$ cat config.mk
export PLATFORM = sky130hd
export DESIGN_NAME = sifhTop
export DESIGN_NICKNAME = d
export VERILOG_FILES = /design/src/sifhCtrlPkg.sv /design/src/sifhDataPkg.sv /design/src/dataFilter.sv /design/src/frameSequencer.sv /design/src/histogramBuilder.sv /design/src/peakDetector.sv /design/src/sifhTop.sv /design/src/windowCalculator.sv
export VERILOG_INCLUDE_DIRS = /design/src
export SDC_FILE = /design/constraint.sdc
export NUM_CORES = 2
export LEC_CHECK = 0
export BUFFER_PORTS_ARGS = -buffer_cell sky130_fd_sc_hd__buf_2
export CAP_MARGIN = 20
export CELL_PAD_IN_SITES_DETAIL_PLACEMENT = 1
export CELL_PAD_IN_SITES_GLOBAL_PLACEMENT = 1
export CORE_AREA = 4 4 357 359
export DETAILED_ROUTE_END_ITERATION = 7
export DIE_AREA = 0 0 361 363
export PLACE_DENSITY_LB_ADDON = 0.1
export SLEW_MARGIN = 0
export SYNTH_ARGS = -nofsm -noshare
export SYNTH_HDL_FRONTEND = slang
export SYNTH_HIERARCHICAL = 1
export SYNTH_SLANG_ARGS = --single-unit
$ cat constraint.sdc
create_clock -name clk -period 15.55 [get_ports clk]
set_clock_uncertainty 0.1 [all_clocks]
set_input_delay 3.11 -clock clk [delete_from_list [all_inputs] [get_ports clk]]
set_output_delay 3.11 -clock clk [all_outputs]
set_load 0.1 [all_outputs]
$ cat src/sifh_defines.svh
// Compile-time sizes; SIFH_NP must exceed SIFH_NB and SIFH_PIXELS stays a power of two
`ifndef SIFH_DEFINES_SVH
`define SIFH_DEFINES_SVH

// **************************************************
// Sample and bin geometry
// **************************************************
`define SIFH_NP        12                 // Raw timestamp width
`define SIFH_NB        6                  // Bin address width, coarse and fine alike

// **************************************************
// Frame layout
// **************************************************
`define SIFH_PIXELS    4                  // Pixels per frame
`define SIFH_DATA_NUM  4                  // Samples per pixel per acquisition
`define SIFH_ACQ_NUM   2                  // Acquisitions per pass

// Bin counter width
// 8 samples per pixel per pass at most, 4 bits hold that
`define SIFH_CNT_W     4

`define SIFH_BINS      (1 << `SIFH_NB)    // Bins per pixel histogram

`endif

$ cat src/sifhCtrlPkg.sv
// Control encodings; both enums are single-bit and toggle-friendly
`default_nettype none

package sifhCtrlPkg;

    // **************************************************
    // Pass phase
    // **************************************************
    // Coarse pass bins on top bits, fine pass on the window
    typedef enum logic {
        passCoarse = 1'b0,
        passFine   = 1'b1
    } passT;

    // **************************************************
    // Sequencer state
    // **************************************************
    typedef enum logic {
        seqRun   = 1'b0,   // Accepting samples
        seqFlush = 1'b1    // Pipeline drain and histogram clear
    } seqStateT;

endpackage

`default_nettype wire

$ cat src/sifhDataPkg.sv
// Data-path types only; widths follow the macros in the defines header
`default_nettype none

`include "sifh_defines.svh"

package sifhDataPkg;

    // **************************************************
    // Payload types
    // **************************************************
    typedef logic [`SIFH_NP-1:0]    sampleT;  // Raw timestamp
    typedef logic [`SIFH_NB-1:0]    binT;     // Histogram bin address
    typedef logic [`SIFH_CNT_W-1:0] countT;   // Per-bin hit count

    // Pixel index, 2 bits for 4 pixels
    typedef logic [$clog2(`SIFH_PIXELS)-1:0] pixelT;

endpackage

`default_nettype wire

$ cat src/dataFilter.sv
// Combinational; fine window is half-open [winLow, winHigh) and winHigh carries one extra bit
`default_nettype none
`timescale 1ns/100ps

`include "sifh_defines.svh"

module dataFilter (
    input  sifhDataPkg::sampleT                  data,
    input  sifhDataPkg::pixelT                   pixel,
    input  sifhCtrlPkg::passT                    pass,
    input  wire [`SIFH_PIXELS*`SIFH_NP-1:0]      winLow,
    input  wire [`SIFH_PIXELS*(`SIFH_NP+1)-1:0]  winHigh,
    input  wire [`SIFH_PIXELS*`SIFH_NP-1:0]      offset,
    output sifhDataPkg::binT                     bin,
    output logic                                 keep
);

    sifhDataPkg::sampleT     lowSel;    // Window of the current pixel
    sifhDataPkg::sampleT     offSel;
    sifhDataPkg::sampleT     rel;       // Sample relative to offset
    logic [`SIFH_NP:0]       highSel;

    always_comb begin
        lowSel  = winLow[int'(pixel)*`SIFH_NP +: `SIFH_NP];
        highSel = winHigh[int'(pixel)*(`SIFH_NP+1) +: (`SIFH_NP+1)];
        offSel  = offset[int'(pixel)*`SIFH_NP +: `SIFH_NP];
        rel     = data - offSel;

        if (pass == sifhCtrlPkg::passCoarse) begin
            bin  = data[`SIFH_NP-1 -: `SIFH_NB];   // Top bits pick the coarse bin
            keep = 1'b1;
        end else begin
            // Low bits after offset removal, window spans exactly SIFH_BINS values
            bin  = rel[`SIFH_NB-1:0];
            keep = (data >= lowSel) && ({1'b0, data} < highSel);
        end
    end

endmodule

`default_nettype wire

$ cat src/frameSequencer.sv
// Fixed sample order (acq, pixel, sample); wrEn is dropped for the 3 busy cycles after a pass
`default_nettype none
`timescale 1ns/100ps

`include "sifh_defines.svh"

module frameSequencer (
    input  wire                       clk,
    input  wire                       combin_res,
    input  wire                       wrEn,
    output sifhDataPkg::pixelT        pixel,      // Current pixel, doubles as counter
    output sifhCtrlPkg::passT         pass,
    output logic                      accept,
    output logic                      passEnd,    // Peaks are final in this cycle
    output logic                      clear,      // Histogram and peak wipe
    output logic                      busy
);

    localparam int smpW = $clog2(`SIFH_DATA_NUM);
    localparam int acqW = $clog2(`SIFH_ACQ_NUM);

    sifhCtrlPkg::seqStateT state;
    logic [smpW-1:0]       smpCnt;   // Sample within pixel
    logic [acqW-1:0]       acqCnt;   // Acquisition within pass
    logic [1:0]            dly;      // Flush step
    logic                  lastSample;

    assign accept = wrEn && !busy;   // Only back-pressure there is

    // Final sample of a whole pass
    assign lastSample = (smpCnt == smpW'(`SIFH_DATA_NUM - 1)) &&
                        (pixel == sifhDataPkg::pixelT'(`SIFH_PIXELS - 1)) &&
                        (acqCnt == acqW'(`SIFH_ACQ_NUM - 1));

    always_ff @(posedge clk or negedge combin_res) begin
        if (!combin_res) begin
            state   <= sifhCtrlPkg::seqRun;
            pass    <= sifhCtrlPkg::passCoarse;
            smpCnt  <= '0;
            pixel   <= '0;
            acqCnt  <= '0;
            dly     <= '0;
            busy    <= 1'b0;
            passEnd <= 1'b0;
            clear   <= 1'b0;
        end else begin
            passEnd <= 1'b0;   // Pulses by default
            clear   <= 1'b0;
            case (state)
                sifhCtrlPkg::seqRun: begin
                    if (accept) begin
                        // Nested wrap, all three roll to zero together at pass end
                        smpCnt <= smpCnt + 1'b1;
                        if (smpCnt == smpW'(`SIFH_DATA_NUM - 1)) begin
                            smpCnt <= '0;
                            pixel  <= pixel + 1'b1;
                            if (pixel == sifhDataPkg::pixelT'(`SIFH_PIXELS - 1)) begin
                                pixel  <= '0;
                                acqCnt <= acqCnt + 1'b1;
                                if (acqCnt == acqW'(`SIFH_ACQ_NUM - 1)) begin
                                    acqCnt <= '0;
                                end
                            end
                        end
                        if (lastSample) begin
                            state <= sifhCtrlPkg::seqFlush;
                            busy  <= 1'b1;
                            dly   <= '0;
                        end
                    end
                end
                sifhCtrlPkg::seqFlush: begin
                    dly <= dly + 1'b1;
                    if (dly == 2'd0) begin
                        passEnd <= 1'b1;                 // Peak update has landed
                    end
                    if (dly == 2'd1) begin
                        clear <= 1'b1;
                        pass  <= (pass == sifhCtrlPkg::passCoarse) ?
                                 sifhCtrlPkg::passFine : sifhCtrlPkg::passCoarse;
                    end
                    if (dly == 2'd2) begin
                        busy  <= 1'b0;                   // Next sample one edge later
                        state <= sifhCtrlPkg::seqRun;
                    end
                end
                default: state <= sifhCtrlPkg::seqRun;
            endcase
        end
    end

endmodule

`default_nettype wire

$ cat src/histogramBuilder.sv
// One write per cycle; accept and clear never meet since clear only comes while busy
`default_nettype none
`timescale 1ns/100ps

`include "sifh_defines.svh"

module histogramBuilder (
    input  wire                  clk,
    input  wire                  combin_res,
    input  wire                  accept,
    input  wire                  keep,
    input  sifhDataPkg::binT     bin,
    input  sifhDataPkg::pixelT   pixel,
    input  wire                  clear,
    output logic                 cntValid,
    output sifhDataPkg::pixelT   cntPixel,
    output sifhDataPkg::binT     cntBin,
    output sifhDataPkg::countT   cnt
);

    localparam int depth = `SIFH_PIXELS * `SIFH_BINS;
    localparam int addrW = $clog2(depth);

    // **************************************************
    // Bin RAM, one row per pixel and bin
    // **************************************************
    sifhDataPkg::countT mem [depth];
    logic [depth-1:0]   binValid;         // Stale entries read as zero

    logic [addrW-1:0]   addr;
    logic               wrHit;
    sifhDataPkg::countT curCnt;
    sifhDataPkg::countT nxtCnt;

    assign addr   = {pixel, bin};                          // Pixel selects the row block
    assign wrHit  = accept && keep;
    assign curCnt = binValid[addr] ? mem[addr] : '0;
    assign nxtCnt = sifhDataPkg::countT'(curCnt + 1'b1);

    // Read-modify-write in the accept cycle
    always_ff @(posedge clk) begin
        if (wrHit) begin
            mem[addr] <= nxtCnt;
        end
    end

    // **************************************************
    // Valid bits and count strobe
    // **************************************************
    always_ff @(posedge clk or negedge combin_res) begin
        if (!combin_res) begin
            binValid <= '0;
            cntValid <= 1'b0;
        end else begin
            cntValid <= wrHit;
            if (clear) begin
                binValid <= '0;                  // Whole histogram gone in one cycle
            end else if (wrHit) begin
                binValid[addr] <= 1'b1;
            end
        end
    end

    // Count payload for the peak search
    always_ff @(posedge clk) begin
        if (wrHit) begin
            cntPixel <= pixel;
            cntBin   <= bin;
            cnt      <= nxtCnt;
        end
    end

endmodule

`default_nettype wire

$ cat src/peakDetector.sv
// Strictly-greater update so ties hold the first bin to reach a count; empty pixel reports bin 0
`default_nettype none
`timescale 1ns/100ps

`include "sifh_defines.svh"

module peakDetector (
    input  wire                                clk,
    input  wire                                combin_res,
    input  wire                                clear,
    input  wire                                cntValid,
    input  sifhDataPkg::pixelT                 cntPixel,
    input  sifhDataPkg::binT                   cntBin,
    input  sifhDataPkg::countT                 cnt,
    output logic [`SIFH_PIXELS*`SIFH_NB-1:0]   peakBins
);

    sifhDataPkg::countT maxCnt [`SIFH_PIXELS];   // Running maximum
    sifhDataPkg::binT   maxBin [`SIFH_PIXELS];   // Bin holding it

    always_ff @(posedge clk or negedge combin_res) begin
        if (!combin_res) begin
            for (int p = 0; p < `SIFH_PIXELS; p++) begin
                maxCnt[p] <= '0;
                maxBin[p] <= '0;
            end
        end else if (clear) begin
            for (int p = 0; p < `SIFH_PIXELS; p++) begin
                maxCnt[p] <= '0;   // New pass, new search
                maxBin[p] <= '0;
            end
        end else if (cntValid && (cnt > maxCnt[cntPixel])) begin
            maxCnt[cntPixel] <= cnt;
            maxBin[cntPixel] <= cntBin;
        end
    end

    // Pixel 0 in the low bits
    always_comb begin
        for (int p = 0; p < `SIFH_PIXELS; p++) begin
            peakBins[p*`SIFH_NB +: `SIFH_NB] = maxBin[p];
        end
    end

endmodule

`default_nettype wire

$ cat src/sifhTop.sv
// Single-pixel-group peak finder; wrEn while busy is lost, results come every second pass
`default_nettype none
`timescale 1ns/100ps

`include "sifh_defines.svh"

module sifhTop (
    input  wire                                clk,
    input  wire                                combin_res,
    input  wire                                wrEn,
    input  sifhDataPkg::sampleT                data,
    output logic                               busy,
    output sifhCtrlPkg::passT                  pass,
    output logic [`SIFH_PIXELS*`SIFH_NP-1:0]   peaks,     // Pixel 0 in the low bits
    output logic                               resultValid
);

    // **************************************************
    // Internal nets
    // **************************************************
    sifhDataPkg::pixelT                   pixel;
    logic                                 accept;
    logic                                 passEnd;
    logic                                 clear;
    sifhDataPkg::binT                     bin;
    logic                                 keep;
    logic                                 cntValid;
    sifhDataPkg::pixelT                   cntPixel;
    sifhDataPkg::binT                     cntBin;
    sifhDataPkg::countT                   cnt;
    logic [`SIFH_PIXELS*`SIFH_NB-1:0]     peakBins;
    logic [`SIFH_PIXELS*`SIFH_NP-1:0]     winLow;
    logic [`SIFH_PIXELS*(`SIFH_NP+1)-1:0] winHigh;
    logic [`SIFH_PIXELS*`SIFH_NP-1:0]     offset;

    frameSequencer i_frameSequencer (
        .clk(clk), .combin_res(combin_res), .wrEn(wrEn),
        .pixel(pixel), .pass(pass), .accept(accept),
        .passEnd(passEnd), .clear(clear), .busy(busy)
    );

    dataFilter i_dataFilter (
        .data(data), .pixel(pixel), .pass(pass),
        .winLow(winLow), .winHigh(winHigh), .offset(offset),
        .bin(bin), .keep(keep)
    );

    histogramBuilder i_histogramBuilder (
        .clk(clk), .combin_res(combin_res), .accept(accept), .keep(keep),
        .bin(bin), .pixel(pixel), .clear(clear),
        .cntValid(cntValid), .cntPixel(cntPixel), .cntBin(cntBin), .cnt(cnt)
    );

    peakDetector i_peakDetector (
        .clk(clk), .combin_res(combin_res), .clear(clear),
        .cntValid(cntValid), .cntPixel(cntPixel), .cntBin(cntBin), .cnt(cnt),
        .peakBins(peakBins)
    );

    // Feeds windows back to the filter
    windowCalculator i_windowCalculator (
        .clk(clk), .combin_res(combin_res), .passEnd(passEnd), .pass(pass),
        .peakBins(peakBins), .winLow(winLow), .winHigh(winHigh), .offset(offset),
        .peaks(peaks), .resultValid(resultValid)
    );

endmodule

`default_nettype wire

$ cat src/windowCalculator.sv
// Window is SIFH_BINS samples wide around the coarse bin start; high bound may reach 2**SIFH_NP
`default_nettype none
`timescale 1ns/100ps

`include "sifh_defines.svh"

module windowCalculator (
    input  wire                                    clk,
    input  wire                                    combin_res,
    input  wire                                    passEnd,
    input  sifhCtrlPkg::passT                      pass,
    input  wire [`SIFH_PIXELS*`SIFH_NB-1:0]        peakBins,
    output logic [`SIFH_PIXELS*`SIFH_NP-1:0]       winLow,
    output logic [`SIFH_PIXELS*(`SIFH_NP+1)-1:0]   winHigh,
    output logic [`SIFH_PIXELS*`SIFH_NP-1:0]       offset,
    output logic [`SIFH_PIXELS*`SIFH_NP-1:0]       peaks,
    output logic                                   resultValid
);

    typedef logic [`SIFH_NP:0] wideT;   // One spare bit for the top clamp

    localparam int   shift = `SIFH_NP - `SIFH_NB;
    localparam wideT halfW = wideT'(1) << (`SIFH_NB - 1);
    localparam wideT spanW = halfW << 1;
    localparam wideT maxS  = wideT'((1 << `SIFH_NP) - 1);   // Largest sample value

    wideT lowN  [`SIFH_PIXELS];
    wideT highN [`SIFH_PIXELS];

    // **************************************************
    // Window bounds from coarse peaks
    // **************************************************
    always_comb begin
        wideT center;
        for (int p = 0; p < `SIFH_PIXELS; p++) begin
            center = {1'b0, peakBins[p*`SIFH_NB +: `SIFH_NB], {shift{1'b0}}};
            if (center <= halfW) begin
                lowN[p]  = '0;                   // Clamp at zero
                highN[p] = spanW;
            end else if (center >= maxS - halfW) begin
                highN[p] = maxS + 1'b1;          // Clamp at the top
                lowN[p]  = highN[p] - spanW;
            end else begin
                lowN[p]  = center - halfW;
                highN[p] = center + halfW;
            end
        end
    end

    // **************************************************
    // Registered windows and results
    // **************************************************
    always_ff @(posedge clk or negedge combin_res) begin
        if (!combin_res) begin
            winLow      <= '0;
            winHigh     <= '0;
            offset      <= '0;
            peaks       <= '0;
            resultValid <= 1'b0;
        end else begin
            resultValid <= passEnd && (pass == sifhCtrlPkg::passFine);
            if (passEnd && (pass == sifhCtrlPkg::passCoarse)) begin
                for (int p = 0; p < `SIFH_PIXELS; p++) begin
                    winLow[p*`SIFH_NP +: `SIFH_NP]          <= lowN[p][`SIFH_NP-1:0];
                    winHigh[p*(`SIFH_NP+1) +: (`SIFH_NP+1)] <= highN[p];
                    offset[p*`SIFH_NP +: `SIFH_NP]          <= lowN[p][`SIFH_NP-1:0];
                end
            end
            if (passEnd && (pass == sifhCtrlPkg::passFine)) begin
                // Fine bin back to absolute time
                for (int p = 0; p < `SIFH_PIXELS; p++) begin
                    peaks[p*`SIFH_NP +: `SIFH_NP] <=
                        {{shift{1'b0}}, peakBins[p*`SIFH_NB +: `SIFH_NB]} +
                        offset[p*`SIFH_NP +: `SIFH_NP];
                end
            end
        end
    end

endmodule

`default_nettype wire
==> impl_metrics.toml <==
[timing]
grt_setup_unrepaired = "false"
max_slew.worst_pin.slew_ns = 1.26
final_hold_viol_count = 0
summed_negative_setup_slack_over_all_endpoints_ns = 0
timing.final.crit_share = 0.671
slew-limit-headroom = 0.161
fmax_mhz = 95.8
timing_max_transition_violations_final = 0
final.setup.worst_slack_ns = 5.11
report.final.setup_viol = 0
finalWorstPathRequiredPeriod_ns = 10.44

[cells_and_area]
fin_nets = 3949
ant_diodes = 0
drive_above_1_share = 0.197
flow.area_growth_from_synthesis_pct = 11.2
fin_area_sq_um = 67200

[setup_path]
timing.critical_path.fanout_max = 233
worstReg2RegEnd = "i_histogramBuilder/mem[179][2]"
crit-reg2reg-launch = "i_frameSequencer/pass"
crit_chain = "buf_2 -> ha_1 -> nor2b_1 -> o21ai_0 -> nor2b_1 -> xnor2_1 -> mux2_4 -> and2_2 -> buf_4 -> buf_4 -> a22oi_1 -> a21oi_1 -> nor4_1 -> o22ai_1 -> nand3b_1 -> nand2_4 -> inv_1 -> ha_4 -> xor2_4 -> buf_12"
worst_setup_path_startpoint = "data[1]"
worst_r2r_path_depth = 13
timing.critical_path.to = "i_histogramBuilder/mem[179][2]"
arrival_ns = 10.73
crit_required_ns = 15.84
critPathCaptureType = "flip-flop"
timing.critical_path.max_delay_family = "simple AND/OR/NAND/NOR gates"
crit_path_max_incr_delay_ns = 0.87
crit_buf_inv = 5
worstSetupPathDepth = 20
cpMaxStageDelayCell = "sky130_fd_sc_hd__nor4_1"
timing.reg2reg.setup_slack_ns = 6.93
worst-setup-path-type = "in2reg"
crit_path_start_kind = "input port"

[cts]
root_buffer = "sky130_fd_sc_hd__clkbuf_16"
post_cts_setup_buffer_count = 0
cts.sink_count = 1446
cts-buffers-inserted = 155
cts_max_level = 4
cts_repair_resize_count = 0
tritoncts = "yes"
clkLatencyLatePin_ns = 0.78
ctsLongestPathBuffers = 3
cts_hold_repair.buffers = 0
cts.clk_slew.worst_paths_ns = 0.05

[synth]
yosysTopAreaCell = "sky130_fd_sc_hd__edfxtp_1"
netlist_area_sq_um = 60500
synthCells = 3849
synth-warning-count = 6
synth.top_cells.by_area = "sky130_fd_sc_hd__edfxtp_1, sky130_fd_sc_hd__dfrtp_1, sky130_fd_sc_hd__mux4_2"
synth_sequential_area_ratio = 0.684
synth.lib_cells_used.distinct = 77
avgSynthCellArea_sq_um = 15.7
synth-async-reset-ratio = 0.284
synth_edf_count = 1036
synth_top_area_frac = 0.514
ys_ff_latch = 1446
synthFlopType = "sky130_fd_sc_hd__edfxtp_1"

[placed_design]
dpl-instance-area_sq_um = 61900
place_congestion = 0.829
pre_cts_ws_ns = 4.55
numPortBuffers = 65
dp_hpwl_microns = 104000

[floorplanning]
num_rows = 129
core_region_area_sq_um = 124000
die_y_microns = 363
ios = 66
die_area_sq_um = 131000
initial_utilization = 0.489
die_width_microns = 361

[power]
report.power.total_mw = 14.4
cellPowerDensity_nw_per_um2 = 214
irDropWorstVdd_mv = 0.209
power.leakage_nw = 25.2

[outcome]
outcome = "finished, final reports clean"

[global_route]
grt_first_pass_wirelength_microns = 252000
number_of_antenna_violations_at_the_first_check_in_global_routing = 0
global_route.overflow_total = 0
maximum_number_of_pins_on_one_net_before_global_route_repair = 234
overall_track_demand_over_capacity_in_global_routing = 0.261
grt_pass1_vias = 36700

[routing]
drt_first_pass_iters = 5
final_antenna_net_count = 0
final_wirelength_microns = 168000
post_drt_wl_per_cell_microns = 29.8
via_per_inst = 6.07
drc_errors = 0
detailed_router_s_first_iteration_violation_count = 3091
vias = 34300

[flow_run]
drv.max_cap_violation_count = 0

[min_path]
worst_hold_path_type = "reg2reg"
cell usage after synthesis (50+ instances only):
cell type,count
sky130_fd_sc_hd__inv_1,56
sky130_fd_sc_hd__mux2i_1,65
sky130_fd_sc_hd__a21oi_1,55
sky130_fd_sc_hd__ha_1,50
sky130_fd_sc_hd__buf_4,113
sky130_fd_sc_hd__clkbuf_1,115
sky130_fd_sc_hd__o21ai_0,52
sky130_fd_sc_hd__nand2_1,225
sky130_fd_sc_hd__nor2_1,800
sky130_fd_sc_hd__dfrtp_1,410
sky130_fd_sc_hd__edfxtp_1,1036
sky130_fd_sc_hd__mux4_2,364
sky130_fd_sc_hd__a22oi_1,97
sky130_fd_sc_hd__nand2b_1,61
state kept, by name, indices dropped and copies added (netlist names), 2 cells and up:
name	flops
i_histogramBuilder/binValid	256
i_histogramBuilder/cnt	4
i_peakDetector/maxCnt	16
i_frameSequencer/smpCnt	2
i_frameSequencer/pixel	2
i_windowCalculator/offset	24
i_windowCalculator/winHigh	28
i_histogramBuilder/cntPixel	2
i_histogramBuilder/mem	1024
i_windowCalculator/peaks	48
i_histogramBuilder/cntBin	6
i_peakDetector/peakBins	24
i_frameSequencer/dly	2
per-stage QoR:
stage | hold WS (ns) | utilization | cells
floorplan | 0.341 | - | 3912
global placement | 0.353 | 0.500 | 5360
detailed placement | 0.360 | 0.500 | 5361
CTS | 0.372 | 0.543 | 5652
global route | 0.400 | 0.543 | 5654
finish | 0.367 | 0.543 | 5654
placed cells by master, fill, tap and decap left out, types with 8 or more instances in the layout:
cell type                   instances
sky130_fd_sc_hd__nor2b_1           15
sky130_fd_sc_hd__dfrtp_1          407
sky130_fd_sc_hd__nand2_1          211
sky130_fd_sc_hd__clkinv_2          17
sky130_fd_sc_hd__a31oi_1           17
sky130_fd_sc_hd__or3_1              9
sky130_fd_sc_hd__buf_2             64
sky130_fd_sc_hd__mux4_2           364
sky130_fd_sc_hd__clkbuf_16        160
sky130_fd_sc_hd__a21oi_1           55
sky130_fd_sc_hd__buf_4             56
sky130_fd_sc_hd__o21ba_2            8
sky130_fd_sc_hd__nor2_1           799
sky130_fd_sc_hd__o21ai_0           52
sky130_fd_sc_hd__clkinv_1          19
sky130_fd_sc_hd__nor3_1            10
sky130_fd_sc_hd__a22o_1             8
sky130_fd_sc_hd__ha_1              49
sky130_fd_sc_hd__nand3_1           12
sky130_fd_sc_hd__clkbuf_1          44
sky130_fd_sc_hd__xnor2_1           16
sky130_fd_sc_hd__xor2_1            10
sky130_fd_sc_hd__inv_1             55
sky130_fd_sc_hd__clkbuf_8          25
sky130_fd_sc_hd__bufinv_16         13
sky130_fd_sc_hd__o31ai_1           22
sky130_fd_sc_hd__nand2b_1          60
sky130_fd_sc_hd__mux2i_1           63
sky130_fd_sc_hd__edfxtp_1        1036
sky130_fd_sc_hd__conb_1            64
sky130_fd_sc_hd__a221oi_1           8
sky130_fd_sc_hd__a22oi_1           97
sky130_fd_sc_hd__nand2_2           14
kinds of logic (layout without fill, tap and decap cells):
group | after synthesis | after routing | share of synthesized area
DFF | 1446 | 1446 | 0.684
AOI/OAI and AO/OA | 323 | 323 | 0.0374
xor gates and xnor gates | 28 | 28 | 0.00405
adders and majority gates | 51 | 51 | 0.0107
other | 1 | 64 | 0.0000620
buffers and inverters | 371 | 476 | 0.0340
muxes | 436 | 436 | 0.148
and+or+nand+nor | 1193 | 1193 | 0.0819
report_power, final:
| part | total, mW | leakage [nW] | internal [mW] | switching [mW] |
|---|---|---|---|---|
| sequential | 5.11 | 15.9 | 4.80 | 0.309 |
| combinational | 5.53 | 6.78 | 1.91 | 3.62 |
| clock | 3.76 | 2.57 | 2.24 | 1.52 |
| total | 14.4 | 25.2 | 8.95 | 5.45 |
layout make-up:
| cell class | count | area (sq um) |
|---|---|---|
| inverters | 57 | 214 |
| flip-flops and latches | 1446 | 41400 |
| clock buffers | 229 | 4510 |
| fillers | 11400 | 56600 |
| clock inverters | 62 | 737 |
| repair buffers | 128 | 911 |
| multi-input cells | 2095 | 17400 |
| well taps | 1637 | 2050 |
layer usage:
layer	GRT usage	up-vias	routed length [microns]
met5	0	-	0
met4	0.0770	0	4800
met3	0.0430	274	10200
met2	0.444	1149	84900
met1	0.352	18500	68400
li1	-	14400	-
how the worst min path moves through the flow:
stage / start / end / slack (ns) / cells past startpoint
after floorplan: i_windowCalculator/winHigh[35] / i_windowCalculator/winHigh[35] / 0.34 / 2
after global placement: i_windowCalculator/winHigh[23] / i_windowCalculator/winHigh[23] / 0.35 / 2
after detailed placement: i_windowCalculator/peaks[17] / i_windowCalculator/peaks[17] / 0.36 / 2
after CTS: i_windowCalculator/peaks[17] / i_windowCalculator/peaks[17] / 0.37 / 2
after global routing: i_windowCalculator/peaks[2] / i_windowCalculator/peaks[2] / 0.40 / 2
final: i_windowCalculator/peaks[17] / i_windowCalculator/peaks[17] / 0.37 / 2
worst register-to-register path, cell delays in order (launching register included):
cell,delay (ns)
sky130_fd_sc_hd__dfrtp_1,0.87
sky130_fd_sc_hd__mux2i_4,0.87
sky130_fd_sc_hd__buf_12,0.53
sky130_fd_sc_hd__buf_4,0.63
sky130_fd_sc_hd__mux4_2,0.55
sky130_fd_sc_hd__a22oi_1,0.21
sky130_fd_sc_hd__a21oi_1,0.15
sky130_fd_sc_hd__o41ai_1,0.94
sky130_fd_sc_hd__nand3b_1,0.43
sky130_fd_sc_hd__nand2_4,0.78
sky130_fd_sc_hd__inv_1,0.20
sky130_fd_sc_hd__ha_4,0.24
sky130_fd_sc_hd__xor2_4,0.63
sky130_fd_sc_hd__buf_12,0.70
No activity file was read; power rests on OpenSTA's default activity.
